[src/source/i2c_pkg.sv]
package i2c_pkg;

	// bit timing in clk cycles.
	localparam int bit_cycles = 20;
	localparam int scl_rise_cnt = 5; // one quarter of the bit.
	localparam int scl_fall_cnt = 15; // three quarters of the bit.
	localparam int sda_change_cnt = 0; // scl is low here.
	localparam int sda_sample_cnt = 10; // middle of the high phase.
	localparam int cnt_w = 5;

	// command payload.
	localparam int dev_w = 7;
	localparam int byte_w = 8;
	localparam int bit_idx_w = 3;

	// command queue.
	localparam int fifo_depth = 4;
	localparam int ptr_w = $clog2(fifo_depth);
	localparam int occ_w = $clog2(fifo_depth + 1);

	// write transaction sequence with one state per bus phase.
	typedef enum logic [3:0] {
		idle = 4'd0,
		start = 4'd1,
		dev_byte = 4'd2,
		dev_ack = 4'd3,
		reg_byte = 4'd4,
		reg_ack = 4'd5,
		data_byte = 4'd6,
		data_ack = 4'd7,
		stop = 4'd8
	} master_state_t;

endpackage

[src/source/i2c_bit_timer.sv]
`timescale 1ns/1ps

module i2c_bit_timer (
	input  logic clk,
	input  logic rst_n,
	input  logic run,
	input  logic bit_restart,
	input  logic hold_scl_high,
	output logic scl,
	output logic bit_end,
	output logic sda_tick,
	output logic sample_tick
);
	import i2c_pkg::*;

	logic [cnt_w-1:0] cnt;
	logic at_last;
	logic at_rise;
	logic at_fall;

	assign at_last = (cnt == cnt_w'(bit_cycles - 1));
	assign at_rise = (cnt == cnt_w'(scl_rise_cnt));
	assign at_fall = (cnt == cnt_w'(scl_fall_cnt));

	// phase strobes only while a transfer runs.
	assign bit_end = run && at_last;
	assign sda_tick = run && (cnt == cnt_w'(sda_change_cnt));
	assign sample_tick = run && (cnt == cnt_w'(sda_sample_cnt));

	// held at zero while idle, so the first bit after run rises starts at count 0.
	always_ff @(posedge clk or negedge rst_n) begin
		if (!rst_n) begin
			cnt <= '0;
		end else if (!run || bit_restart || at_last) begin
			cnt <= '0;
		end else begin
			cnt <= cnt + 1'b1;
		end
	end

	// scl high at one quarter and low at three quarters of each bit.
	// the fall on the last count only matters for the start bit, where scl
	// has been held high; every other bit is already low by then.
	always_ff @(posedge clk or negedge rst_n) begin
		if (!rst_n) begin
			scl <= 1'b1;
		end else if (!run) begin
			scl <= 1'b1; // bus idle.
		end else if (hold_scl_high) begin
			scl <= 1'b1;
		end else if (at_rise) begin
			scl <= 1'b1;
		end else if (at_fall || at_last) begin
			scl <= 1'b0;
		end
	end

endmodule

[config.mk]
export PLATFORM = sky130hd
export DESIGN_NAME = i2c_bit_timer
export DESIGN_NICKNAME = d
export VERILOG_FILES = /design/src/source/i2c_pkg.sv /design/src/source/i2c_bit_timer.sv
export SDC_FILE = /design/constraint.sdc
export NUM_CORES = 1
export LEC_CHECK = 0
export BUFFER_PORTS_ARGS = -buffer_cell sky130_fd_sc_hd__buf_2
export CAP_MARGIN = 10
export CORE_AREA = 2 2 39 41
export CTS_CLUSTER_SIZE = 8
export DETAILED_ROUTE_END_ITERATION = 10
export DIE_AREA = 0 0 41 43
export PLACE_DENSITY_LB_ADDON = 0.1
export SYNTH_ARGS = -nofsm -noshare
export SYNTH_HDL_FRONTEND = slang
export SYNTH_SLANG_ARGS = --single-unit
[constraint.sdc]
create_clock -name clk -period 1.5 [get_ports clk]
set_input_delay 0.3 -clock clk [delete_from_list [all_inputs] [get_ports clk]]
set_output_delay 0.3 -clock clk [all_outputs]
set_load 0.03 [all_outputs]
==> summary.json <==
{
  "drt": {
    "total_routed_wirelength_um": 737,
    "route.met2.wl_um": 369,
    "wl_met3_um": 26,
    "drt-vias-per-instance": 4.25,
    "routedWlPerCell_um": 10.4,
    "drt-met1-wl_um": 340,
    "post-route-drc-count": 0,
    "detailroute.via_count": 302,
    "highest-signal-layer": "met3",
    "final_antenna_net_count": 0,
    "detailedRoute.firstIterationViolations": 1,
    "drt_pass1_iterations": 2
  },
  "pwr": {
    "max-vdd-ir-drop_v": 0.000344,
    "seq_power_share_pct": 46.4,
    "share_comb_of_total_power_pct": 12.0,
    "finalPower_uw": 366,
    "cell_internal_pwr_uw": 288,
    "power.density_nw_per_um2": 659,
    "netSwitchingPower_uw": 78.3,
    "leakage_nw": 0.254,
    "power_frac_clock_pct": 41.5,
    "switching_share_pct": 21.4
  },
  "synth": {
    "seq_total_area_yosys_pct": 39.0,
    "postSynthNetCount": 46,
    "synth_area_um2": 388,
    "synthesis.yosys.warnings": 0,
    "postSynthCellCount": 37,
    "syn_avg_cell_area_um2": 10.5,
    "synthDistinctLibCells": 16,
    "synth-seq-cells": 6
  },
  "clock_tree": {
    "clock_tree.root_cell": "sky130_fd_sc_hd__clkbuf_4",
    "numCtsBuffers": 3,
    "tritoncts": "done",
    "cts_max_level": 1,
    "clock_path_buffers": 2,
    "clock_sink_count": 6,
    "clkSlewWorstSetupHoldPaths_ns": 0.05,
    "clock_latency_ns": 0.24
  },
  "sta": {
    "rsz0062_at_grt": "yes",
    "layout_min_cycle_time_ns": 1.52,
    "setup_viol": 2,
    "final.period_utilization_pct": 102,
    "relSlewSlack_pct": 83.8,
    "worstMarginPinSlew_ns": 0.243,
    "fin_tns_setup_ns": -0.0305,
    "max_freq_mhz": 657,
    "total_count_of_hold_check_failures_in_the_final_report": 0,
    "final.setup.worst_slack_ns": -0.0226,
    "maxSlewViolCount": 0,
    "fin_worst_skew_ns": 0.00478
  },
  "setup_path": {
    "critical_path_end_type": "primary output",
    "path_max_fanout": 4,
    "path_cells": "inv_2 > ha_1 > nand3_1 > nor2_1 > buf_4",
    "r2r_setup_slack_ns": 0.26,
    "critPathLaunchType": "flip-flop",
    "critical_path_required_ns": 1.20,
    "worst_ep_arrival_time_ns": 1.22,
    "cpPeakStageDelay_ns": 0.44,
    "critPathKind": "reg2out",
    "worst_path_max_delay_cell": "sky130_fd_sc_hd__dfrtp_2"
  },
  "cells_and_area": {
    "design.final.nets": 65,
    "final_layout_size_suffix_gt1_share_pct": 54.5,
    "syn_to_final_growth_pct": 43.2,
    "n_antenna_cell": 0
  },
  "floorplanning": {
    "num_io_pins": 9,
    "dieWidth_um": 41,
    "die_height_um": 43,
    "fp.coreArea_um2": 1380,
    "dieArea_um2": 1760,
    "placement_rows": 14,
    "floorplan.initialDensity_pct": 28.0
  },
  "global_routing": {
    "globalRouteTotalUtil_pct": 11.0,
    "grt_max_degree": 8,
    "first_global_vias": 325,
    "first_pass_grt_wire_length_um": 1300,
    "grt.overflow.total": 0,
    "antenna_violations_before_repair": 0
  },
  "place": {
    "detailed_place_hpwl_um": 590,
    "gp_congestion": 0.692,
    "count_of_input_and_output_buffers": 8,
    "preCtsSetupSlack_ns": 0.116
  },
  "min_path": {
    "hold_path_class": "in2reg"
  },
  "run_status": {
    "outcome": "complete, but fails checks",
    "failing_checks": "setup timing"
  },
  "run": {
    "max-cap-violations": 0
  }
}
## final timing paths
path,from,end,cells after the start
max in group asynchronous,rst_n,scl,2
worst min-delay path,hold_scl_high,scl,2
worst max-delay path,cnt[0],sample_tick,5
worst min register to register,scl,scl,2
min in group asynchronous,rst_n,cnt[2],2
worst max register to register,cnt[1],cnt[4],5
## layer usage
layer | vias up | track usage (%)
met1 | 142 | 14.0
met4 | 0 | 4.00
met5 | - | 0
met3 | 0 | 1.57
met2 | 6 | 17.8
li1 | 154 | -
## Yosys cell counts (all sizes together)
cell / number / area [um^2]
nor2: 8 / 30.0
dfrtp: 5 / 125
ha: 4 / 50.1
inv: 4 / 15.0
nand3: 4 / 20.0
xor2: 2 / 17.5
buf: 1 / 11.3
dfstp: 1 / 26.3
nand2: 1 / 3.75
nand3b: 1 / 20.0
nand4b: 1 / 8.76
nand4bb: 1 / 27.5
nor2b: 1 / 6.26
nor3: 1 / 5.00
o211ai: 1 / 12.5
xnor2: 1 / 8.76
## sequential cells by signal, summed over array words and instances, names as in the netlist
| name | cells |
|---|---|
| scl | 1 |
| cnt | 5 |
## critical path, delay by kind of cell, from the launching register on
family / cells / cell delay, ns
flops: 1 / 0.44
buf+inv: 2 / 0.24
simple gates: 2 / 0.18
fa+ha+maj: 1 / 0.13
## cells by family (layout without fill, tap and decap cells)
logic type	count (synthesis)	in the layout	synth area share [%]
AOI/OAI and AO/OA	1	1	3.23
xor gates and xnor gates	3	3	6.78
adders and majority gates	4	4	12.9
buffers and inverters	5	23	6.77
DFF	6	6	39.0
and+or+nand+nor	18	18	31.3
## power by group through the flow
stage          registers, mW  clock network, mW  logic, mW
2_1_floorplan          0.170                  0     0.0208
3_3_place_gp           0.170                  0     0.0342
3_5_place_dp           0.171                  0     0.0344
4_1_cts                0.170              0.157     0.0422
5_1_grt                0.170              0.168     0.0506
6_report               0.170              0.152     0.0441
## per-stage QoR
step / hold WS (ns) / util, % / cell area (um^2) / cells
after floorplan: 0.00441 / - / 395 / 37
after global placement: 0.123 / 33.2 / 459 / 62
after detailed placement: 0.127 / 33.2 / 459 / 62
after CTS: 0.282 / 38.6 / 534 / 69
after global routing: 0.287 / 40.1 / 556 / 71
final: 0.281 / 40.1 / 556 / 71
## layout make-up
cell class | instances | area (um^2)
clock buffers | 4 | 26.3
flip-flops and latches | 6 | 155
fillers | 153 | 828
well taps | 16 | 20.0
repair buffers | 15 | 106
multi-input cells | 26 | 233
inverters | 4 | 15.0
## cell usage in the layout, fill, tap and decap left out, types with 2 or more instances in the layout
cell                       instances
sky130_fd_sc_hd__clkbuf_4          3
sky130_fd_sc_hd__dfrtp_1           2
sky130_fd_sc_hd__dfrtp_2           3
sky130_fd_sc_hd__ha_1              3
sky130_fd_sc_hd__nor2_1            7
sky130_fd_sc_hd__buf_4             8
sky130_fd_sc_hd__buf_2             5
sky130_fd_sc_hd__xor2_1            2
sky130_fd_sc_hd__inv_1             2
sky130_fd_sc_hd__nand3_1           4
sky130_fd_sc_hd__inv_2             2
## what timing repair did
item | 4_1_cts | 5_1_grt
endpoints found under the setup margin | 3 | 3
pin swaps | 1 | 1
hold buffers | 1 | 0
resized for setup | 8 | 4
buffers inserted | 2 | 2
endpoints found under the hold margin | 5 | 0
No activity file was read; power rests on OpenSTA's default activity.
