===== config.mk =====
export PLATFORM = sky130hd
export DESIGN_NAME = i2c_cmd_fifo
export DESIGN_NICKNAME = d
export VERILOG_FILES = /design/src/source/i2c_pkg.sv /design/src/source/i2c_cmd_fifo.sv
export SDC_FILE = /design/constraint.sdc
export NUM_CORES = 1
export LEC_CHECK = 0
export BUFFER_PORTS_ARGS = -buffer_cell sky130_fd_sc_hd__buf_2
export CAP_MARGIN = 20
export CORE_MARGIN = 5
export CORE_UTILIZATION = 56
export DETAILED_ROUTE_END_ITERATION = 8
export PLACE_DENSITY_LB_ADDON = 0.1
export SYNTH_ARGS = -nofsm -noshare
export SYNTH_HDL_FRONTEND = slang
export SYNTH_SLANG_ARGS = --single-unit

===== constraint.sdc =====
create_clock -name clk -period 2.3 [get_ports clk]
set_clock_uncertainty 0.1 [all_clocks]
set_input_delay 0 -clock clk [delete_from_list [all_inputs] [get_ports clk]]
set_output_delay 0 -clock clk [all_outputs]
set_load 0.05 [all_outputs]

===== src/source/i2c_pkg.sv =====
package i2c_pkg;

	// bit timing in clk cycles.
	localparam int bit_cycles = 20;
	localparam int scl_rise_cnt = 5; // one quarter of the bit.
	localparam int scl_fall_cnt = 15; // three quarters of the bit.
	localparam int sda_change_cnt = 0; // scl is low here.
	localparam int sda_sample_cnt = 10; // middle of the high phase.
	localparam int cnt_w = 5;

	// command payload.
	localparam int dev_w = 7;
	localparam int byte_w = 8;
	localparam int bit_idx_w = 3;

	// command queue.
	localparam int fifo_depth = 4;
	localparam int ptr_w = $clog2(fifo_depth);
	localparam int occ_w = $clog2(fifo_depth + 1);

	// write transaction sequence with one state per bus phase.
	typedef enum logic [3:0] {
		idle = 4'd0,
		start = 4'd1,
		dev_byte = 4'd2,
		dev_ack = 4'd3,
		reg_byte = 4'd4,
		reg_ack = 4'd5,
		data_byte = 4'd6,
		data_ack = 4'd7,
		stop = 4'd8
	} master_state_t;

endpackage


===== src/source/i2c_cmd_fifo.sv =====
`timescale 1ns/1ps

module i2c_cmd_fifo (
	input  logic                       clk,
	input  logic                       rst_n,
	input  logic                       wr,
	input  logic [i2c_pkg::dev_w-1:0]  wr_dev,
	input  logic [i2c_pkg::byte_w-1:0] wr_reg,
	input  logic [i2c_pkg::byte_w-1:0] wr_data,
	input  logic                       pop,
	output logic                       fifo_empty,
	output logic [i2c_pkg::dev_w-1:0]  fifo_dev,
	output logic [i2c_pkg::byte_w-1:0] fifo_reg,
	output logic [i2c_pkg::byte_w-1:0] fifo_data,
	output logic                       overflow
);
	import i2c_pkg::*;

	logic [dev_w-1:0]  mem_dev  [fifo_depth];
	logic [byte_w-1:0] mem_reg  [fifo_depth];
	logic [byte_w-1:0] mem_data [fifo_depth];

	logic [ptr_w-1:0] wr_ptr;
	logic [ptr_w-1:0] rd_ptr;
	logic [occ_w-1:0] count;
	logic full;
	logic wr_ok;
	logic pop_ok;

	assign full = (count == occ_w'(fifo_depth));
	assign fifo_empty = (count == '0);
	assign pop_ok = pop && !fifo_empty;
	assign wr_ok = wr && (!full || pop_ok); // a pop frees the slot in the same cycle.

	assign fifo_dev = mem_dev[rd_ptr];
	assign fifo_reg = mem_reg[rd_ptr];
	assign fifo_data = mem_data[rd_ptr];

	always_ff @(posedge clk) begin
		if (wr_ok) begin
			mem_dev[wr_ptr] <= wr_dev;
			mem_reg[wr_ptr] <= wr_reg;
			mem_data[wr_ptr] <= wr_data;
		end
	end

	always_ff @(posedge clk or negedge rst_n) begin
		if (!rst_n) begin
			wr_ptr <= '0;
			rd_ptr <= '0;
			count <= '0;
			overflow <= 1'b0;
		end else begin
			if (wr_ok) begin
				wr_ptr <= (wr_ptr == ptr_w'(fifo_depth - 1)) ? '0 : wr_ptr + 1'b1;
			end
			if (pop_ok) begin
				rd_ptr <= (rd_ptr == ptr_w'(fifo_depth - 1)) ? '0 : rd_ptr + 1'b1;
			end
			case ({wr_ok, pop_ok})
				2'b10: count <= count + 1'b1;
				2'b01: count <= count - 1'b1;
				default: count <= count;
			endcase
			overflow <= wr && !wr_ok; // dropped command.
		end
	end

endmodule


==> report_table.html <==
<table>
<tr><th>Metric</th><th>Value</th></tr>
<tr><th colspan="2">Outcome</th></tr>
<tr><td>Outcome</td><td>finished clean</td></tr>
<tr><th colspan="2">STA</th></tr>
<tr><td>Minimum clock period</td><td>between 2 and 2.5 ns</td></tr>
<tr><td>Final number of setup-violating endpoints</td><td>0</td></tr>
<tr><td>Transition time of the tightest slew-check pin</td><td>0.649 ns</td></tr>
<tr><td>Number of failing hold endpoints at the final stage</td><td>0</td></tr>
<tr><td>Max Clock Freq</td><td>about 470 MHz</td></tr>
<tr><td>Share of the clock period used by the worst path</td><td>0.934</td></tr>
<tr><td>Fin Setup TNS</td><td>0 ns</td></tr>
<tr><td>Max-slew violation count</td><td>0</td></tr>
<tr><td>Setup repair after global routing missed its margin</td><td>false</td></tr>
<tr><td>Slew Limit Headroom</td><td>0.567</td></tr>
<tr><th colspan="2">Layout</th></tr>
<tr><td>Layout net count</td><td>292</td></tr>
<tr><td>Antenna diode count</td><td>0</td></tr>
<tr><td>Commonest cells after routing, fill and taps aside</td><td>92 x sky130_fd_sc_hd__edfxtp_1, 51 x sky130_fd_sc_hd__buf_2, 27 x sky130_fd_sc_hd__dlygate4sd3_1</td></tr>
<tr><td>Storage element area</td><td>approximately 3000 sq um</td></tr>
<tr><td>Final Non-Filler Cells</td><td>344</td></tr>
<tr><td>Leading cell type in the layout, fill and taps excluded</td><td>sky130_fd_sc_hd__edfxtp_1</td></tr>
<tr><td>Total non-filler cell area in the finished layout</td><td>4760 sq um</td></tr>
<tr><td>Fill count</td><td>445</td></tr>
<tr><td>Area occupied by multi-input gates</td><td>841 sq um</td></tr>
<tr><td>Share of final-layout standard cells stronger than drive strength 1</td><td>0.398</td></tr>
<tr><td>P&amp;R area growth vs syn</td><td>23.2%</td></tr>
<tr><th colspan="2">Placed design</th></tr>
<tr><td>Total placed instance area</td><td>approximately 4300 sq um</td></tr>
<tr><td>Last weighted congestion value of the routability-driven placer</td><td>approximately 0.7</td></tr>
<tr><td>Count of buffers from port buffering</td><td>51</td></tr>
<tr><td>Cell Count Post-Placement</td><td>301</td></tr>
<tr><td>Final HPWL from detailed placement</td><td>4.26 mm</td></tr>
<tr><th colspan="2">Die</th></tr>
<tr><td>Area inside the core boundary</td><td>6760 sq um</td></tr>
<tr><td>I/O Pins</td><td>52</td></tr>
<tr><td>Initial cell density of the core</td><td>0.571</td></tr>
<tr><td>Row cnt</td><td>30</td></tr>
<tr><td>Die Y</td><td>around 93 microns</td></tr>
<tr><td>Die extent in x</td><td>93.0 microns</td></tr>
<tr><td>Die footprint</td><td>8660 sq um</td></tr>
<tr><th colspan="2">Min path</th></tr>
<tr><td>Worst min-delay path category</td><td>in -&gt; reg</td></tr>
<tr><td>Launch point of the worst hold path</td><td>pop</td></tr>
<tr><td>Number of stages on the worst hold path</td><td>4</td></tr>
<tr><td>End point of the most critical hold path</td><td>count[0]</td></tr>
<tr><th colspan="2">Clocking</th></tr>
<tr><td>CTS tree</td><td>built</td></tr>
<tr><td>Num Clock Sinks</td><td>100</td></tr>
<tr><td>Clock transition at the registers of the reported paths</td><td>about 0.09 ns</td></tr>
<tr><td>Later-pin clock latency in the skew report</td><td>0.35 ns</td></tr>
<tr><td>Max Buffers Root-to-Sink</td><td>2</td></tr>
<tr><td>Library cell used as clock root buffer</td><td>sky130_fd_sc_hd__clkbuf_8</td></tr>
<tr><td>Num CTS Buffers</td><td>9</td></tr>
<tr><td>H-tree Lvls</td><td>3</td></tr>
<tr><th colspan="2">Detailed routing</th></tr>
<tr><td>Total via count in the routed design</td><td>1901</td></tr>
<tr><td>DRC viols</td><td>0</td></tr>
<tr><td>Antenna-violating nets left</td><td>0</td></tr>
<tr><td>Final Routed Wirelength</td><td>6.40 mm</td></tr>
<tr><td>Detailed-route wire length per cell</td><td>18.6 microns</td></tr>
<tr><td>Routed vias/inst</td><td>5.53</td></tr>
<tr><td>Iter 0 DRT Violations</td><td>70</td></tr>
<tr><td>Number of search-and-repair iterations in the first detailed-routing pass</td><td>4</td></tr>
<tr><th colspan="2">Global routing</th></tr>
<tr><td>First-pass GRT wire length</td><td>10.6 mm</td></tr>
<tr><td>Pin count of the biggest net entering global routing</td><td>18</td></tr>
<tr><td>Remaining global-route overflow</td><td>0</td></tr>
<tr><td>Total global routing track utilization</td><td>0.167</td></tr>
<tr><td>Antenna violations before repair</td><td>0</td></tr>
<tr><td>Via count of the first global-routing pass</td><td>2123</td></tr>
<tr><th colspan="2">Yosys</th></tr>
<tr><td>Number of synthesized register bits</td><td>100</td></tr>
<tr><td>Cell types occupying the most area after synthesis</td><td>sky130_fd_sc_hd__edfxtp_1 72%, sky130_fd_sc_hd__mux4_2 13%, sky130_fd_sc_hd__dfrtp_1 5.2%, sky130_fd_sc_hd__ha_1 1.6%, sky130_fd_sc_hd__mux2_2 0.87%</td></tr>
<tr><td>Mean cell area of the mapped netlist</td><td>around 23 sq um</td></tr>
<tr><td>Synthesized area</td><td>3860 sq um</td></tr>
<tr><td>Count of yosys warnings during synthesis</td><td>0</td></tr>
<tr><td>Number of nets in the synthesized netlist</td><td>203</td></tr>
<tr><td>Count of unique library cells instantiated by Yosys</td><td>27</td></tr>
<tr><td>Synthesized instance count</td><td>170</td></tr>
<tr><td>Biggest area consumer among synthesized cells</td><td>sky130_fd_sc_hd__edfxtp_1</td></tr>
<tr><td>Area share of the largest cell type after synthesis</td><td>0.715</td></tr>
<tr><td>Post-synthesis sequential area ratio</td><td>0.767</td></tr>
<tr><th colspan="2">Power and ir drop</th></tr>
<tr><td>Internal power contribution</td><td>roughly 3.9 mW</td></tr>
<tr><td>VDD IR max</td><td>0.833 mV</td></tr>
<tr><td>Post-layout total power</td><td>~6.4 mW</td></tr>
<tr><td>Pleak</td><td>1.70 nW</td></tr>
<tr><td>Switching share of power</td><td>0.392</td></tr>
<tr><td>Switching power of the nets</td><td>around 2.5 mW</td></tr>
<tr><td>Gate power share</td><td>0.421</td></tr>
<tr><td>Total power divided by cell area</td><td>about 1300 nW/um^2</td></tr>
<tr><td>Clock share of power</td><td>0.170</td></tr>
<tr><td>Sequential Power Share</td><td>0.409</td></tr>
<tr><th colspan="2">Worst setup path</th></tr>
<tr><td>Category of cells accounting for the largest share of critical-path delay</td><td>compound AO/OA/AOI/OAI gates</td></tr>
<tr><td>R2R Path End</td><td>count[2]</td></tr>
<tr><td>Maximum net fanout on the critical path</td><td>6</td></tr>
<tr><td>Type of origin of the critical path</td><td>flip-flop</td></tr>
<tr><td>Worst reg2reg path startpoint</td><td>count[0]</td></tr>
<tr><td>Signal arrival time at the worst endpoint</td><td>2.32 ns</td></tr>
<tr><td>Buffers plus inverters on the worst setup path</td><td>0</td></tr>
<tr><td>Cells along the critical path</td><td>o31a_1 &gt; or2b_1 &gt; fa_1 &gt; nand2b_1 &gt; o32ai_2 &gt; xor2_1</td></tr>
<tr><td>Element type at the critical path end</td><td>flip-flop</td></tr>
<tr><td>Biggest cell delay along the critical path</td><td>0.47 ns</td></tr>
<tr><td>Required time of the critical path</td><td>2.47 ns</td></tr>
<tr><td>Slack of the worst reg-to-reg path</td><td>0.15 ns</td></tr>
<tr><td>Class of the most critical setup path</td><td>reg -&gt; reg</td></tr>
<tr><td>Slowest library cell on the worst path</td><td>sky130_fd_sc_hd__dfrtp_1</td></tr>
<tr><td>R2r worst-path depth</td><td>6</td></tr>
<tr><td>Cell depth of the worst setup path</td><td>6</td></tr>
<tr><th colspan="2">Flow run</th></tr>
<tr><td>Number of max-capacitance violations reported</td><td>0</td></tr>
</table>
-- stage by stage --
step / worst slack (ns) / utilization / hold WS (ns)
after floorplan: 0.0556 / - / -0.396
after global placement: 0.292 / 0.636 / -0.247
after detailed placement: 0.181 / 0.636 / -0.241
after CTS: 0.158 / 0.704 / 0.00277
after global routing: 0.00312 / 0.704 / 0.0634
final: 0.153 / 0.704 / 0.0243
-- tightest hold or removal path, stage by stage --
cell and delay [ns]:
sky130_fd_sc_hd__buf_2 0.15, sky130_fd_sc_hd__nand3_1 0.09, sky130_fd_sc_hd__o2111ai_1 0.10, sky130_fd_sc_hd__o21ai_0 0.09
-- repair_timing --
item / 4_1_cts / 5_1_grt
gates resized for setup: 0 / 1
setup endpoints to repair: 0 / 1
endpoints found under the hold margin: 101 / 0
hold buffers: 27 / 0
buffers inserted: 0 / 0
-- layout make-up --
cell class	count	share of cell area
Timing Repair Buffer	85	0.135
Tap cell	80	0.0210
Clock inverter	6	0.0134
Multi-Input combinational cell	58	0.177
Clock buffer	10	0.0268
Sequential cell	100	0.623
Inverter	5	0.00395
-- cells by family (layout without fill, tap and decap cells) --
group,after synthesis,after routing,synth area share
compound gates,6,6,0.0143
xor+xnor,3,3,0.00681
fa+ha+maj,6,6,0.0214
buf+inv,12,106,0.0149
flops,100,100,0.767
mux,27,27,0.146
simple gates,16,16,0.0295
-- how the worst max path moves through the flow --
stage / start / end
floorplan: count[0] / count[2]
global route: count[0] / count[2]
CTS: count[0] / count[2]
finish: count[0] / count[2]
global placement: count[0] / count[2]
detailed placement: count[0] / count[2]
-- power by group through the flow --
| stage | combinational (mW) | clock [mW] | sequential, mW |
|---|---|---|---|
| 4_1_cts | 2.72 | 1.10 | 2.60 |
| 2_1_floorplan | 2.08 | 0 | 2.55 |
| 3_3_place_gp | 2.63 | 0 | 2.61 |
| 6_report | 2.67 | 1.08 | 2.60 |
| 5_1_grt | 2.84 | 1.17 | 2.64 |
| 3_5_place_dp | 2.68 | 0 | 2.64 |
-- layer usage --
metal / part of all wire / track usage
met4: 0.0099 / 0.0549
met5: 0 / 0
met1: 0.40 / 0.198
met2: 0.55 / 0.295
met3: 0.041 / 0.0442
-- synthesized netlist by cell type --
cell                        number
sky130_fd_sc_hd__o31a_1          1
sky130_fd_sc_hd__mux2_2          3
sky130_fd_sc_hd__or2b_1          1
sky130_fd_sc_hd__nand3b_1        1
sky130_fd_sc_hd__buf_4           2
sky130_fd_sc_hd__a22oi_1         1
sky130_fd_sc_hd__nor2_1          2
sky130_fd_sc_hd__xor2_1          3
sky130_fd_sc_hd__inv_1           5
sky130_fd_sc_hd__clkbuf_1        1
sky130_fd_sc_hd__and2_1          5
sky130_fd_sc_hd__dfrtp_1         8
sky130_fd_sc_hd__or2_2           1
sky130_fd_sc_hd__nor3_1          1
sky130_fd_sc_hd__nand2b_1        1
sky130_fd_sc_hd__mux4_2         23
sky130_fd_sc_hd__o32ai_2         1
sky130_fd_sc_hd__o2111ai_1       2
sky130_fd_sc_hd__nand3_1         2
sky130_fd_sc_hd__fa_1            1
sky130_fd_sc_hd__nor4b_4         1
sky130_fd_sc_hd__ha_1            5
sky130_fd_sc_hd__nor2b_2         1
sky130_fd_sc_hd__mux2_1          1
sky130_fd_sc_hd__edfxtp_1       92
sky130_fd_sc_hd__buf_2           4
sky130_fd_sc_hd__o21ai_0         1
(Power assumes the default switching activity.)
