$ cat src/source/i2c_pkg.sv
package i2c_pkg;

	// bit timing in clk cycles.
	localparam int bit_cycles = 20;
	localparam int scl_rise_cnt = 5; // one quarter of the bit.
	localparam int scl_fall_cnt = 15; // three quarters of the bit.
	localparam int sda_change_cnt = 0; // scl is low here.
	localparam int sda_sample_cnt = 10; // middle of the high phase.
	localparam int cnt_w = 5;

	// command payload.
	localparam int dev_w = 7;
	localparam int byte_w = 8;
	localparam int bit_idx_w = 3;

	// command queue.
	localparam int fifo_depth = 4;
	localparam int ptr_w = $clog2(fifo_depth);
	localparam int occ_w = $clog2(fifo_depth + 1);

	// write transaction sequence with one state per bus phase.
	typedef enum logic [3:0] {
		idle = 4'd0,
		start = 4'd1,
		dev_byte = 4'd2,
		dev_ack = 4'd3,
		reg_byte = 4'd4,
		reg_ack = 4'd5,
		data_byte = 4'd6,
		data_ack = 4'd7,
		stop = 4'd8
	} master_state_t;

endpackage

$ cat src/source/i2c_write_master.sv
`timescale 1ns/1ps

module i2c_write_master (
	input  logic                       clk,
	input  logic                       rst_n,
	input  logic                       fifo_empty,
	input  logic [i2c_pkg::dev_w-1:0]  fifo_dev,
	input  logic [i2c_pkg::byte_w-1:0] fifo_reg,
	input  logic [i2c_pkg::byte_w-1:0] fifo_data,
	input  logic                       sda_in,
	input  logic                       bit_end,
	input  logic                       sda_tick,
	input  logic                       sample_tick,
	output logic                       pop,
	output logic                       run,
	output logic                       bit_restart,
	output logic                       hold_scl_high,
	output logic                       sda_drive_low,
	output logic                       done,
	output logic                       nack,
	output logic                       busy
);
	import i2c_pkg::*;

	master_state_t state;
	master_state_t next_state;

	logic [byte_w-1:0] shift_q;
	logic [byte_w-1:0] reg_q;
	logic [byte_w-1:0] data_q;
	logic [bit_idx_w-1:0] bit_cnt;
	logic nack_q;
	logic stop_rel;
	logic in_byte;
	logic in_ack;
	logic last_bit;
	logic take_cmd;

	assign in_byte = (state == dev_byte) || (state == reg_byte) || (state == data_byte);
	assign in_ack = (state == dev_ack) || (state == reg_ack) || (state == data_ack);
	assign last_bit = bit_end && (bit_cnt == bit_idx_w'(byte_w - 1));
	assign take_cmd = (state == idle) && (next_state == start);

	assign run = (state != idle);
	assign busy = (state != idle);
	assign bit_restart = (next_state != state);
	// released in the last cycle of start so scl falls before the first data bit.
	assign hold_scl_high = ((state == start) && !bit_end) || stop_rel;

	always_comb begin
		next_state = state;
		case (state)
			idle: begin
				if (!fifo_empty) begin
					next_state = start;
				end
			end
			start: begin
				if (bit_end) begin
					next_state = dev_byte;
				end
			end
			dev_byte: begin
				if (last_bit) begin
					next_state = dev_ack;
				end
			end
			dev_ack: begin
				if (bit_end) begin
					next_state = nack_q ? stop : reg_byte;
				end
			end
			reg_byte: begin
				if (last_bit) begin
					next_state = reg_ack;
				end
			end
			reg_ack: begin
				if (bit_end) begin
					next_state = nack_q ? stop : data_byte;
				end
			end
			data_byte: begin
				if (last_bit) begin
					next_state = data_ack;
				end
			end
			data_ack: begin
				if (bit_end) begin
					next_state = stop;
				end
			end
			stop: begin
				if (bit_end) begin
					next_state = idle;
				end
			end
			default: next_state = idle;
		endcase
	end

	// command bytes leave msb first through shift_q.
	always_ff @(posedge clk) begin
		if (take_cmd) begin
			shift_q <= {fifo_dev, 1'b0}; // write bit.
			reg_q <= fifo_reg;
			data_q <= fifo_data;
		end else if ((state == dev_ack) && (next_state == reg_byte)) begin
			shift_q <= reg_q;
		end else if ((state == reg_ack) && (next_state == data_byte)) begin
			shift_q <= data_q;
		end else if (in_byte && bit_end) begin
			shift_q <= {shift_q[byte_w-2:0], 1'b0};
		end
	end

	always_ff @(posedge clk or negedge rst_n) begin
		if (!rst_n) begin
			state <= idle;
			pop <= 1'b0;
			done <= 1'b0;
			nack <= 1'b0;
			nack_q <= 1'b0;
			stop_rel <= 1'b0;
			bit_cnt <= '0;
		end else begin
			state <= next_state;
			pop <= take_cmd; // head entry already latched.
			done <= (state == stop) && (next_state == idle);
			if ((state == stop) && (next_state == idle)) begin
				nack <= nack_q;
			end

			if (take_cmd) begin
				nack_q <= 1'b0;
			end else if (in_ack && sample_tick && sda_in) begin
				nack_q <= 1'b1; // no ack from the target.
			end

			if (state != stop) begin
				stop_rel <= 1'b0;
			end else if (sample_tick) begin
				stop_rel <= 1'b1;
			end

			if (bit_restart) begin
				bit_cnt <= '0;
			end else if (in_byte && bit_end) begin
				bit_cnt <= bit_cnt + 1'b1;
			end
		end
	end

	// sda moves only at sda_tick while scl is low, except at start and stop.
	always_ff @(posedge clk or negedge rst_n) begin
		if (!rst_n) begin
			sda_drive_low <= 1'b0;
		end else if (take_cmd) begin
			sda_drive_low <= 1'b1; // start condition.
		end else if (in_byte && sda_tick) begin
			sda_drive_low <= !shift_q[byte_w-1];
		end else if (in_ack && sda_tick) begin
			sda_drive_low <= 1'b0;
		end else if ((state == stop) && sda_tick) begin
			sda_drive_low <= 1'b1;
		end else if ((state == stop) && sample_tick) begin
			sda_drive_low <= 1'b0; // stop condition.
		end else if (state == idle) begin
			sda_drive_low <= 1'b0;
		end
	end

endmodule

$ cat config.mk
export PLATFORM = sky130hd
export DESIGN_NAME = i2c_write_master
export DESIGN_NICKNAME = d
export VERILOG_FILES = /design/src/source/i2c_pkg.sv /design/src/source/i2c_write_master.sv
export SDC_FILE = /design/constraint.sdc
export NUM_CORES = 1
export LEC_CHECK = 0
export ABC_AREA = 0
export BUFFER_PORTS_ARGS = -buffer_cell sky130_fd_sc_hd__buf_2
export CAP_MARGIN = 20
export CORE_UTILIZATION = 30
export CTS_CLUSTER_DIAMETER = 150
export DETAILED_ROUTE_END_ITERATION = 7
export GPL_TIMING_DRIVEN = 0
export PLACE_DENSITY = 0.51
export SLEW_MARGIN = 20
export SYNTH_ARGS = -nofsm -noshare
export SYNTH_HDL_FRONTEND = slang
export SYNTH_SLANG_ARGS = --single-unit
$ cat constraint.sdc
create_clock -name clk -period 2.96 [get_ports clk]
set_input_delay 0.592 -clock clk [delete_from_list [all_inputs] [get_ports clk]]
set_output_delay 0.592 -clock clk [all_outputs]
set_load 0.01 [all_outputs]
==> qor.log, run 1 <==
qor: power_and_ir_drop.irDropWorstVdd 0.358 mV
qor: timing.finalCritPeriodShare 88.3%
qor: floorplanning.floorplan.rows 28
qor: clock_network.cts_tree built
qor: yosys.seq_area_frac_synth 56.4%
qor: routing.detail_route.first_pass.iterations 4
qor: yosys.async_reset_ff_share 35.1%
qor: setup_path.critPathRequiredTime 2.37 ns
qor: layout.final_core_util 37.4%
qor: yosys.netlist_instances 154
qor: routing.avgViaCountPerCell 4.75
qor: power_and_ir_drop.power.density 928 mW/mm^2
qor: timing.timing_worst_slew_pin_value 0.668 ns
qor: placed_design.placement.io_buffers 36
qor: yosys.synth.distinct_cells 45
qor: layout.finalNetCount 229
qor: grt.maximum_number_of_pins_on_one_net_before_global_route_repair 27
qor: floorplanning.die-width 80.3 um
qor: grt.grt_pass1_vias 1,282
qor: yosys.number_of_enable_flip_flop_cells_after_synthesis 23
qor: timing.worst_slew_margin_rel 55.2%
qor: clock_network.cts-resized-gates 0
qor: yosys.synthesis.yosys.warnings 0
qor: setup_path.timing.critical_path.fanout_max 10
qor: setup_path.path_cells clkbuf_1, nor4_4, a221o_2, buf_2
qor: floorplanning.floorplan.die_area 0.00644 sq mm
qor: floorplanning.ioPinCount 38
qor: clock_network.buffer_depth_of_the_longest_clock_path 2
qor: setup_path.worst_setup_path_category flip-flop to output port
qor: floorplanning.design.core.area 0.00592 sq mm
qor: run_status.status complete, no violations
qor: layout.insertedDiodeCount 0
qor: yosys.syn_nets 186
qor: clock_network.postCtsSetupRepairBufs 0
qor: yosys.synth_most_common_cell sky130_fd_sc_hd__edfxtp_1
qor: setup_path.worst_path_dominant_cell_family simple AND/OR/NAND/NOR gates
qor: clock_network.clkTransAtPathRegs 0.07 ns
qor: yosys.ys_top_cells_by_count sky130_fd_sc_hd__edfxtp_1 (23), sky130_fd_sc_hd__nor2_1 (21), sky130_fd_sc_hd__nand2_1 (16)
qor: setup_path.timing.critical_path.to_type output port
qor: clock_network.cts.sink_count 37
qor: placed_design.place.detailed.hpwl 2490 um
qor: floorplanning.floorplan.die.height 80.3 um
qor: timing.fin_crit 2.61 ns
qor: grt.global_route_total_overflow 0
qor: layout.finalInstanceArea 0.00222 sq mm
qor: timing.setup_repair_after_global_routing_missed_its_margin false
qor: yosys.post-synth-top-area-fraction 37.6%
qor: timing.sum_neg_setup_slack 0 ns
qor: timing.timing.final.hold_violations 0
qor: layout.final_cells 272
qor: yosys.yosys.area.top_type sky130_fd_sc_hd__edfxtp_1
qor: setup_path.cp-start-kind flip-flop
qor: placed_design.cell_count_after_placement 265
qor: routing.ant_nets 0
qor: timing.timing.final.max_slew_violations 0
qor: placed_design.post_dp_cell_area 0.00211 sq mm
qor: setup_path.worst_path_largest_cell_delay 0.69 ns
qor: grt.antenna_violations_before_repair 0
qor: placed_design.globalplace.congestion 0.732
qor: yosys.ys_ff_latch 37
qor: setup_path.timing.critical_path.arrival 2.02 ns
qor: clock_network.cts_inserted_buffers 5
qor: timing.setup_viol_count_final 0
qor: min_path.min_path_type input port to async pin
qor: setup_path.setup.reg_to_reg.worst_slack 0.82 ns
qor: routing.iter_0_drt_violations 52
qor: clock_network.worst_skew_pair_latency 0.28 ns
qor: floorplanning.initial_utilization 31.0%
qor: routing.detailed_route_via_count 1,293
qor: clock_network.cts_htree_levels 2
qor: grt.first_pass_grt_wire_length 6220 um
qor: power_and_ir_drop.leakage 0.905 nW
qor: layout.layout-area-overhead-vs-synth 20.6%
qor: power_and_ir_drop.finalPower 0.00206 W
qor: setup_path.cpMaxStageDelayCell sky130_fd_sc_hd__nor4_4
qor: setup_path.crit_buf_inv 2
qor: layout.fraction_of_layout_cells_with_a_size_suffix_above_1 32.5%
qor: clock_network.clockRootBuffer sky130_fd_sc_hd__clkbuf_8
qor: routing.drt-wirelength-per-cell 13.3 um
qor: routing.route.detailed.drc 0
qor: yosys.synthTopCellsByArea sky130_fd_sc_hd__edfxtp_1 (38%), sky130_fd_sc_hd__dfrtp_1 (18%), sky130_fd_sc_hd__nor2_1 (4.3%), sky130_fd_sc_hd__and4_1 (3.3%), sky130_fd_sc_hd__a211oi_1 (3.3%)
qor: yosys.synth_flop_type sky130_fd_sc_hd__edfxtp_1
qor: routing.routed_wl 3610 um
qor: clock_network.cts_hold_repair.buffers 0
qor: yosys.mappedNetlistArea 0.00184 sq mm
qor: grt.gr-usage-all-layers 12.9%
qor: flow_run.cap_viol_max_count 0
qor: timing.worst_clock_skew 0.00459 ns
qor: timing.maxClockFrequency 0.382 GHz
qor: yosys.synth.avg_cell_area 11.9 sq um
==> sequential cells by signal, summed over array words and instances (netlist names) <==
name / count
data_q: 8
shift_q: 8
bit_cnt: 3
pop: 1
nack_q: 1
state: 4
done: 1
stop_rel: 1
sda_drive_low: 1
nack: 1
reg_q: 8
==> through the flow <==
| stage | hold slack, ns | worst slack [ns] |
|---|---|---|
| 2_1_floorplan | 0.296 | 0.886 |
| 3_3_place_gp | 0.476 | 0.593 |
| 3_5_place_dp | 0.491 | 0.582 |
| 4_1_cts | 0.198 | 0.268 |
| 5_1_grt | 0.207 | 0.164 |
| 6_report | 0.191 | 0.345 |
==> worst paths after layout <==
| kind | start | endpoint | cells after the start |
|---|---|---|---|
| min in group clk | fifo_reg[2] | reg_q[2] | 1 |
| min | rst_n | done | 1 |
| min reg2reg | stop_rel | stop_rel | 2 |
| max in group asynchronous | rst_n | nack | 1 |
| max | state[0] | bit_restart | 4 |
| max reg2reg | state[0] | shift_q[7] | 4 |
==> per-layer routing <==
metal  vias up  routed length [um]  GRT usage [%]
met5         -                   0              0
met4         0                  19           3.75
met3         2                 185           3.75
met2        40                1650           21.5
met1       592                1760           16.1
li1        659                   -              -
==> power breakdown <==
group | switching, W | total, W | internal [W]
Sequential | 0.0000593 | 0.000821 | 0.000761
Clock | 0.000174 | 0.000419 | 0.000245
Combinational | 0.000474 | 0.000816 | 0.000343
Total | 0.000707 | 0.00206 | 0.00135
==> cells in the final DEF, fill, tap and decap left out, types with 4 or more instances in the layout <==
cell | netlist | final
sky130_fd_sc_hd__nand2_1 | 16 | 16
sky130_fd_sc_hd__buf_6 | 5 | 5
sky130_fd_sc_hd__a21oi_1 | 4 | 4
sky130_fd_sc_hd__o21ai_0 | 5 | 5
sky130_fd_sc_hd__edfxtp_1 | 23 | 23
sky130_fd_sc_hd__clkbuf_8 | 0 | 5
sky130_fd_sc_hd__buf_2 | 2 | 38
sky130_fd_sc_hd__dfrtp_1 | 13 | 13
sky130_fd_sc_hd__and4_1 | 7 | 7
sky130_fd_sc_hd__o31ai_1 | 7 | 7
sky130_fd_sc_hd__a211oi_1 | 8 | 8
sky130_fd_sc_hd__nor2_1 | 21 | 21
==> cells by family (layout without fill, tap and decap cells) <==
kind of cell / count (synthesis) / after routing / synth area share [%]
adders and majority gates: 3 / 3 / 1.91
and+or+nand+nor: 64 / 64 / 21.8
muxes: 3 / 3 / 1.70
xor gates and xnor gates: 2 / 2 / 0.953
AOI/OAI and AO/OA: 32 / 32 / 12.2
DFF: 37 / 37 / 56.4
buffers and inverters: 13 / 56 / 5.10
==> layout make-up <==
type	instances	area (sq um)
buffer	12	90.1
clock buffer	5	68.8
clock inverter	2	35.0
fill	598	3700
inverter	1	3.75
multi-input combinational	104	708
sequential	37	1040
tap	75	93.8
timing repair buffer	36	180
==> worst reg2reg max path, cell delays in order, from the launching register on <==
cell                       delay, ns
sky130_fd_sc_hd__dfrtp_1        0.39
sky130_fd_sc_hd__clkbuf_1       0.24
sky130_fd_sc_hd__nor4_4         0.70
sky130_fd_sc_hd__nor2_1         0.15
sky130_fd_sc_hd__nand3_1        0.33
Power figures use the tool's default switching activity.
==> run 2: changes to the inputs <==
--- a/config.mk
+++ b/config.mk
@@ -13,6 +13,7 @@
 export DETAILED_ROUTE_END_ITERATION = 7
 export GPL_TIMING_DRIVEN = 0
 export PLACE_DENSITY = 0.51
+export RECOVER_POWER = 50
 export SLEW_MARGIN = 20
 export SYNTH_ARGS = -nofsm -noshare
 export SYNTH_HDL_FRONTEND = slang
==> run 2 against run 1 <==
- wire length is 0.36% higher
- largest cell class unchanged
- die area is the same
- largest power group unchanged
- global-route usage unchanged
==> qor.log, run 2 (synthesis gave the netlist of run 1 again) <==
qor: run_status.status complete, no violations
qor: grt.maximum_number_of_pins_on_one_net_before_global_route_repair 27
qor: timing.setup_repair_after_global_routing_missed_its_margin false
qor: power_and_ir_drop.clock_network_power_share 20.4%
qor: timing.timing.final.max_slew_violations 0
qor: power_and_ir_drop.leakage 0.881 nW
qor: timing.finalCritPeriodShare 88.6%
qor: floorplanning.floorplan.die.height 80.3 um
qor: clock_network.cts_inserted_buffers 5
qor: timing.worst_clock_skew 0.00431 ns
qor: power_and_ir_drop.irDropWorstVdd 0.356 mV
qor: clock_network.cts_tree built
qor: flow_run.cap_viol_max_count 0
qor: power_and_ir_drop.power_report.internal_total 0.00134 W
qor: layout.fraction_of_layout_cells_with_a_size_suffix_above_1 29.4%
qor: grt.antenna_violations_before_repair 0
qor: routing.detail_route.first_pass.iterations 4
qor: min_path.min_path_type input port to async pin
qor: layout.insertedDiodeCount 0
qor: grt.global_route_total_overflow 0
qor: layout.finalNetCount 229
qor: routing.ant_nets 0
qor: power_and_ir_drop.sw_frac_of_total 34.5%
qor: setup_path.timing.critical_path.to_type output port
qor: grt.grt_pass1_vias 1,282
qor: clock_network.postCtsSetupRepairBufs 0
qor: routing.avgViaCountPerCell 4.74
qor: placed_design.globalplace.congestion 0.732
qor: layout.multi_input_area 708 sq um
qor: placed_design.place.detailed.hpwl 2490 um
qor: floorplanning.design.core.area 0.00592 sq mm
qor: timing.fin_crit 2.62 ns
qor: routing.routed_wl 3630 um
qor: timing.setup_viol_count_final 0
qor: setup_path.critPathRequiredTime 2.37 ns
qor: floorplanning.initial_utilization 31.0%
qor: setup_path.cp-start-kind flip-flop
qor: timing.maxClockFrequency 0.381 GHz
qor: power_and_ir_drop.finalPower 0.00205 W
qor: clock_network.worst_skew_pair_latency 0.28 ns
qor: clock_network.clkTransAtPathRegs 0.07 ns
qor: placed_design.placement.io_buffers 36
qor: clock_network.cts_hold_repair.buffers 0
qor: power_and_ir_drop.combPwrFrac 39.5%
qor: layout.layout.filler_cells 602
qor: layout.layout_commonest_cell sky130_fd_sc_hd__buf_2
qor: grt.gr-usage-all-layers 12.9%
qor: setup_path.timing.critical_path.arrival 2.03 ns
qor: clock_network.cts_htree_levels 2
qor: power_and_ir_drop.seq_power_share 40.1%
qor: clock_network.cts-resized-gates 0
qor: routing.detailed_route_via_count 1,290
qor: timing.worst_slew_margin_rel 51.9%
qor: grt.first_pass_grt_wire_length 6220 um
qor: layout.layout-area-overhead-vs-synth 19.8%
qor: timing.sum_neg_setup_slack 0 ns
qor: routing.drt-wirelength-per-cell 13.3 um
qor: routing.iter_0_drt_violations 47
qor: layout.commonest_cells_after_routing_fill_and_taps_aside sky130_fd_sc_hd__buf_2 (33), sky130_fd_sc_hd__edfxtp_1 (23), sky130_fd_sc_hd__nor2_1 (21)
qor: clock_network.clockRootBuffer sky130_fd_sc_hd__clkbuf_8
qor: layout.ff_latch_area 0.00104 sq mm
qor: floorplanning.floorplan.rows 28
qor: power_and_ir_drop.switching_power 0.000706 W
qor: clock_network.cts.sink_count 37
qor: setup_path.timing.critical_path.fanout_max 10
qor: timing.timing_worst_slew_pin_value 0.722 ns
qor: layout.largest_registers data_q x8, reg_q x8, shift_q x8
qor: clock_network.buffer_depth_of_the_longest_clock_path 2
qor: setup_path.worst_setup_path_category flip-flop to output port
qor: power_and_ir_drop.power.density 930 mW/mm^2
qor: floorplanning.die-width 80.3 um
qor: floorplanning.ioPinCount 38
qor: timing.timing.final.hold_violations 0
qor: floorplanning.floorplan.die_area 0.00644 sq mm
qor: routing.route.detailed.drc 0
[run 2: changes by cell type in the layout (fill, tap and decap cells not counted)]
cell / previous run / this run
sky130_fd_sc_hd__clkbuf_1: 3 / 9
sky130_fd_sc_hd__buf_2: 38 / 33
sky130_fd_sc_hd__buf_6: 5 / 4
[run 2: area by class of cell]
type	instances	share of cell area, %
Buffer	12	3.75
Inverter	1	0.170
Multi-Input combinational cell	104	32.2
Tap cell	75	4.26
Sequential cell	37	47.0
Clock inverter	2	1.59
Clock buffer	5	3.13
Timing Repair Buffer	36	7.90
[run 2: through the flow]
step	hold slack, ns	setup slack [ns]	utilization, %	cell area [sq um]	std cells
2_1_floorplan	0.296	0.886	-	1840	154
3_3_place_gp	0.476	0.593	35.7	2110	265
3_5_place_dp	0.491	0.582	35.7	2110	265
4_1_cts	0.198	0.268	37.4	2220	272
5_1_grt	0.398	0.164	37.2	2200	272
6_report	0.338	0.338	37.2	2200	272
[run 2: power by group through the flow]
stage | clock (W) | combinational, W | sequential, W
after floorplan | 0 | 0.000620 | 0.000826
after global placement | 0 | 0.000829 | 0.000831
after detailed placement | 0 | 0.000834 | 0.000832
after CTS | 0.000437 | 0.000835 | 0.000822
after global routing | 0.000449 | 0.000919 | 0.000837
final | 0.000418 | 0.000808 | 0.000821
[run 2: worst max-delay path, stage by stage (launching register included)]
cell                       delay, ns
sky130_fd_sc_hd__dfrtp_1        0.39
sky130_fd_sc_hd__clkbuf_1       0.25
sky130_fd_sc_hd__nor4_4         0.70
sky130_fd_sc_hd__a221o_2        0.27
sky130_fd_sc_hd__buf_2          0.14
[run 2: worst paths after layout]
path	from	to	slack [ns]	cells after the start
max	state[0]	bit_restart	0.34	4
min	rst_n	done	0.34	1
max reg2reg	state[0]	shift_q[7]	0.80	4
min reg2reg	stop_rel	stop_rel	0.51	2
max in group asynchronous	rst_n	nack	2.17	1
min in group clk	fifo_reg[2]	reg_q[2]	0.48	1
[run 2: metal layers]
metal	up-vias	global-route usage [%]	routed length, um
met1	589	16.1	1750
met3	2	3.75	197
met4	0	3.75	19
met5	-	0	0
met2	42	21.5	1660
li1	657	-	-
==> run 3: changes to the inputs <==
--- a/config.mk
+++ b/config.mk
@@ -5,7 +5,7 @@
 export SDC_FILE = /design/constraint.sdc
 export NUM_CORES = 1
 export LEC_CHECK = 0
-export ABC_AREA = 0
+export ABC_AREA = 1
 export BUFFER_PORTS_ARGS = -buffer_cell sky130_fd_sc_hd__buf_2
 export CAP_MARGIN = 20
 export CORE_UTILIZATION = 30
==> run 3 against run 2 <==
- clock power increased by 4%
- area after synthesis decreased by 2.6%
- non-clock buffer count shrank 6
- critical endpoint unchanged
- largest cell class unchanged
- largest power group unchanged
==> qor.log, run 3 <==
qor: layout.largest_registers data_q x8, reg_q x8, shift_q x8
qor: setup_path.setup.reg_to_reg.worst_slack 0.80 ns
qor: setup_path.timing.critical_path.fanout_max 7
qor: power_and_ir_drop.clock_network_power_share 21.6%
qor: placed_design.post_dp_cell_area 0.00207 sq mm
qor: timing.final.hold.worst_slack 0.351 ns
qor: grt.grt_pass1_vias 1,297
qor: timing.fin_crit 2.60 ns
qor: grt.first_pass_grt_wire_length 6240 um
qor: setup_path.timing.critical_path.arrival 2.00 ns
qor: routing.avgViaCountPerCell 4.50
qor: yosys.synth_simple_gate_area_share 23.5%
qor: clock_network.cts_htree_levels 2
qor: layout.layout-area-overhead-vs-synth 20.7%
qor: layout.commonest_cells_after_routing_fill_and_taps_aside sky130_fd_sc_hd__nand2_1 (62), sky130_fd_sc_hd__buf_2 (34), sky130_fd_sc_hd__edfxtp_1 (23)
qor: timing.sum_neg_setup_slack 0 ns
qor: power_and_ir_drop.finalPower 0.00201 W
qor: routing.route.detailed.drc 0
qor: floorplanning.floorplan.die.height 79.3 um
qor: layout.layout_commonest_cell sky130_fd_sc_hd__nand2_1
qor: setup_path.critPathRequiredTime 2.37 ns
qor: min_path.min_path_type input port to async pin
qor: yosys.async_reset_ff_share 35.1%
qor: power_and_ir_drop.irDropWorstVdd 0.293 mV
qor: yosys.synth-xor-area-share 0.489%
qor: yosys.yosys-mux-area-fraction 0%
qor: yosys.synth_flop_type sky130_fd_sc_hd__edfxtp_1
qor: yosys.synth_compound_gate_area_share 10.8%
qor: clock_network.buffer_depth_of_the_longest_clock_path 2
qor: setup_path.cp-start-kind flip-flop
qor: clock_network.cts.sink_count 37
qor: yosys.number_of_enable_flip_flop_cells_after_synthesis 23
qor: yosys.yosys.area.top_type sky130_fd_sc_hd__edfxtp_1
qor: floorplanning.design.core.area 0.00564 sq mm
qor: clock_network.worst_skew_pair_latency 0.28 ns
qor: timing.setup_viol_count_final 0
qor: grt.antenna_violations_before_repair 0
qor: yosys.synth.avg_cell_area 9.00 sq um
qor: power_and_ir_drop.power.density 928 mW/mm^2
qor: routing.routed_wl 3700 um
qor: layout.multi_input_area 637 sq um
qor: setup_path.worst_setup_path_category flip-flop to output port
qor: power_and_ir_drop.power_report.internal_total 0.00126 W
qor: yosys.seq_area_frac_synth 57.9%
qor: routing.ant_nets 0
qor: clock_network.cts_tree built
qor: grt.gr-usage-all-layers 13.4%
qor: timing.timing.final.max_slew_violations 0
qor: timing.timing.final.hold_violations 0
qor: clock_network.clockRootBuffer sky130_fd_sc_hd__clkbuf_8
qor: power_and_ir_drop.combPwrFrac 38.1%
qor: timing.worst_clock_skew 0.00631 ns
qor: yosys.synthTopCellsByArea sky130_fd_sc_hd__edfxtp_1 (39%), sky130_fd_sc_hd__dfrtp_1 (18%), sky130_fd_sc_hd__nand2_1 (13%), sky130_fd_sc_hd__o21ai_0 (3.6%), sky130_fd_sc_hd__inv_1 (3.6%)
qor: timing.setup_repair_after_global_routing_missed_its_margin false
qor: floorplanning.ioPinCount 38
qor: setup_path.cpMaxStageDelayCell sky130_fd_sc_hd__dfrtp_1
qor: yosys.ys_ff_latch 37
qor: yosys.largest_family_of_logic_cells_by_synthesized_area simple AND/OR/NAND/NOR gates
qor: routing.iter_0_drt_violations 107
qor: yosys.syn_nets 231
qor: layout.fraction_of_layout_cells_with_a_size_suffix_above_1 20.5%
qor: placed_design.globalplace.congestion 0.861
qor: grt.maximum_number_of_pins_on_one_net_before_global_route_repair 27
qor: yosys.synth.distinct_cells 25
qor: routing.detailed_route_via_count 1,421
qor: run_status.status complete, no violations
qor: layout.final_core_util 38.3%
qor: clock_network.postCtsSetupRepairBufs 0
qor: setup_path.worst_path_largest_cell_delay 0.48 ns
qor: setup_path.path_common_cell sky130_fd_sc_hd__nand2_1
qor: yosys.synth_area_in_adders 1.40%
qor: yosys.synthesis.yosys.warnings 0
qor: yosys.ys_top_cells_by_count sky130_fd_sc_hd__nand2_1 (60), sky130_fd_sc_hd__edfxtp_1 (23), sky130_fd_sc_hd__inv_1 (17)
qor: layout.finalNetCount 275
qor: timing.maxClockFrequency 0.385 GHz
qor: layout.ff_latch_area 0.00104 sq mm
qor: layout.insertedDiodeCount 0
qor: placed_design.placement.io_buffers 37
qor: routing.detail_route.first_pass.iterations 4
qor: power_and_ir_drop.leakage 0.999 nW
qor: timing.worst_slew_margin_rel 48.8%
qor: yosys.netlist_instances 199
qor: floorplanning.floorplan.rows 27
qor: clock_network.clkTransAtPathRegs 0.07 ns
qor: power_and_ir_drop.seq_power_share 40.3%
qor: floorplanning.die-width 79.3 um
qor: setup_path.path_cells inv_2, nor2_1, nand2_1, nand2_1, nand2_2, nand2_2, nand2_1, nand2_1, nand4_1, buf_2
qor: layout.finalInstanceArea 0.00216 sq mm
qor: clock_network.cts_hold_repair.buffers 0
qor: setup_path.timing.critical_path.to_type output port
qor: yosys.post-synth-top-area-fraction 38.6%
qor: timing.finalCritPeriodShare 87.7%
qor: floorplanning.floorplan.die_area 0.00628 sq mm
qor: clock_network.cts_inserted_buffers 5
qor: clock_network.cts-resized-gates 0
qor: yosys.mappedNetlistArea 0.00179 sq mm
qor: placed_design.place.detailed.hpwl 2720 um
qor: timing.timing_worst_slew_pin_value 0.768 ns
qor: layout.layout.filler_cells 593
qor: flow_run.cap_viol_max_count 0
qor: power_and_ir_drop.switching_power 0.000744 W
qor: floorplanning.initial_utilization 31.7%
qor: yosys.synth_most_common_cell sky130_fd_sc_hd__nand2_1
qor: power_and_ir_drop.sw_frac_of_total 37.1%
qor: grt.global_route_total_overflow 0
qor: routing.drt-wirelength-per-cell 11.7 um
## run 3: through the flow
stage,worst slack [ns],std cells
3_3_place_gp,0.757,308
4_1_cts,0.505,316
5_1_grt,0.215,316
6_report,0.364,316
3_5_place_dp,0.774,308
2_1_floorplan,1.06,199
## run 3: cells by family after synthesis
group | after synthesis
AO/OA/AOI/OAI | 36
adder cells (fa/ha/maj) | 2
buffers and inverters | 25
AND/OR/NAND/NOR | 98
XOR/XNOR | 1
flip-flops | 37
## run 3: layout make-up
type                            instances  share of cell area, %
Clock inverter                          3                   2.14
Clock buffer                            5                   3.18
Inverter                               20                   3.47
Tap cell                               72                   4.17
Buffer                                  5                   1.33
Multi-Input combinational cell        137                   29.5
Timing Repair Buffer                   37                   8.28
Sequential cell                        37                   47.9
## run 3: power by group through the flow
stage | registers (W) | logic (W) | clock network (W)
CTS | 0.000810 | 0.000797 | 0.000453
global route | 0.000824 | 0.000883 | 0.000475
global placement | 0.000819 | 0.000795 | 0
floorplan | 0.000816 | 0.000561 | 0
finish | 0.000808 | 0.000765 | 0.000434
detailed placement | 0.000821 | 0.000793 | 0
## run 3: path summary, 6_finish.rpt
kind / startpoint / endpoint / depth (start not counted)
worst min register to register: shift_q[0] / shift_q[0] / 2
worst max register to register: state[2] / shift_q[7] / 6
worst min-delay path: rst_n / state[3] / 1
max in group asynchronous: rst_n / bit_cnt[0] / 1
worst max-delay path: state[2] / bit_restart / 10
min in group clk: fifo_data[5] / data_q[5] / 1
## run 3: routing by layer
layer	share of wire [%]	vias to the layer above	global-route usage [%]
met5	0	-	0
met4	0.57	0	5.09
met3	5.4	2	3.56
met2	46	44	19.8
met1	48	627	18.5
li1	-	748	-
## run 3: critical path: cells and delay by family, from the launching register on
kind          cells  cell delay (ns)
simple gates      8             1.01
flops             1             0.48
buf+inv           2             0.23
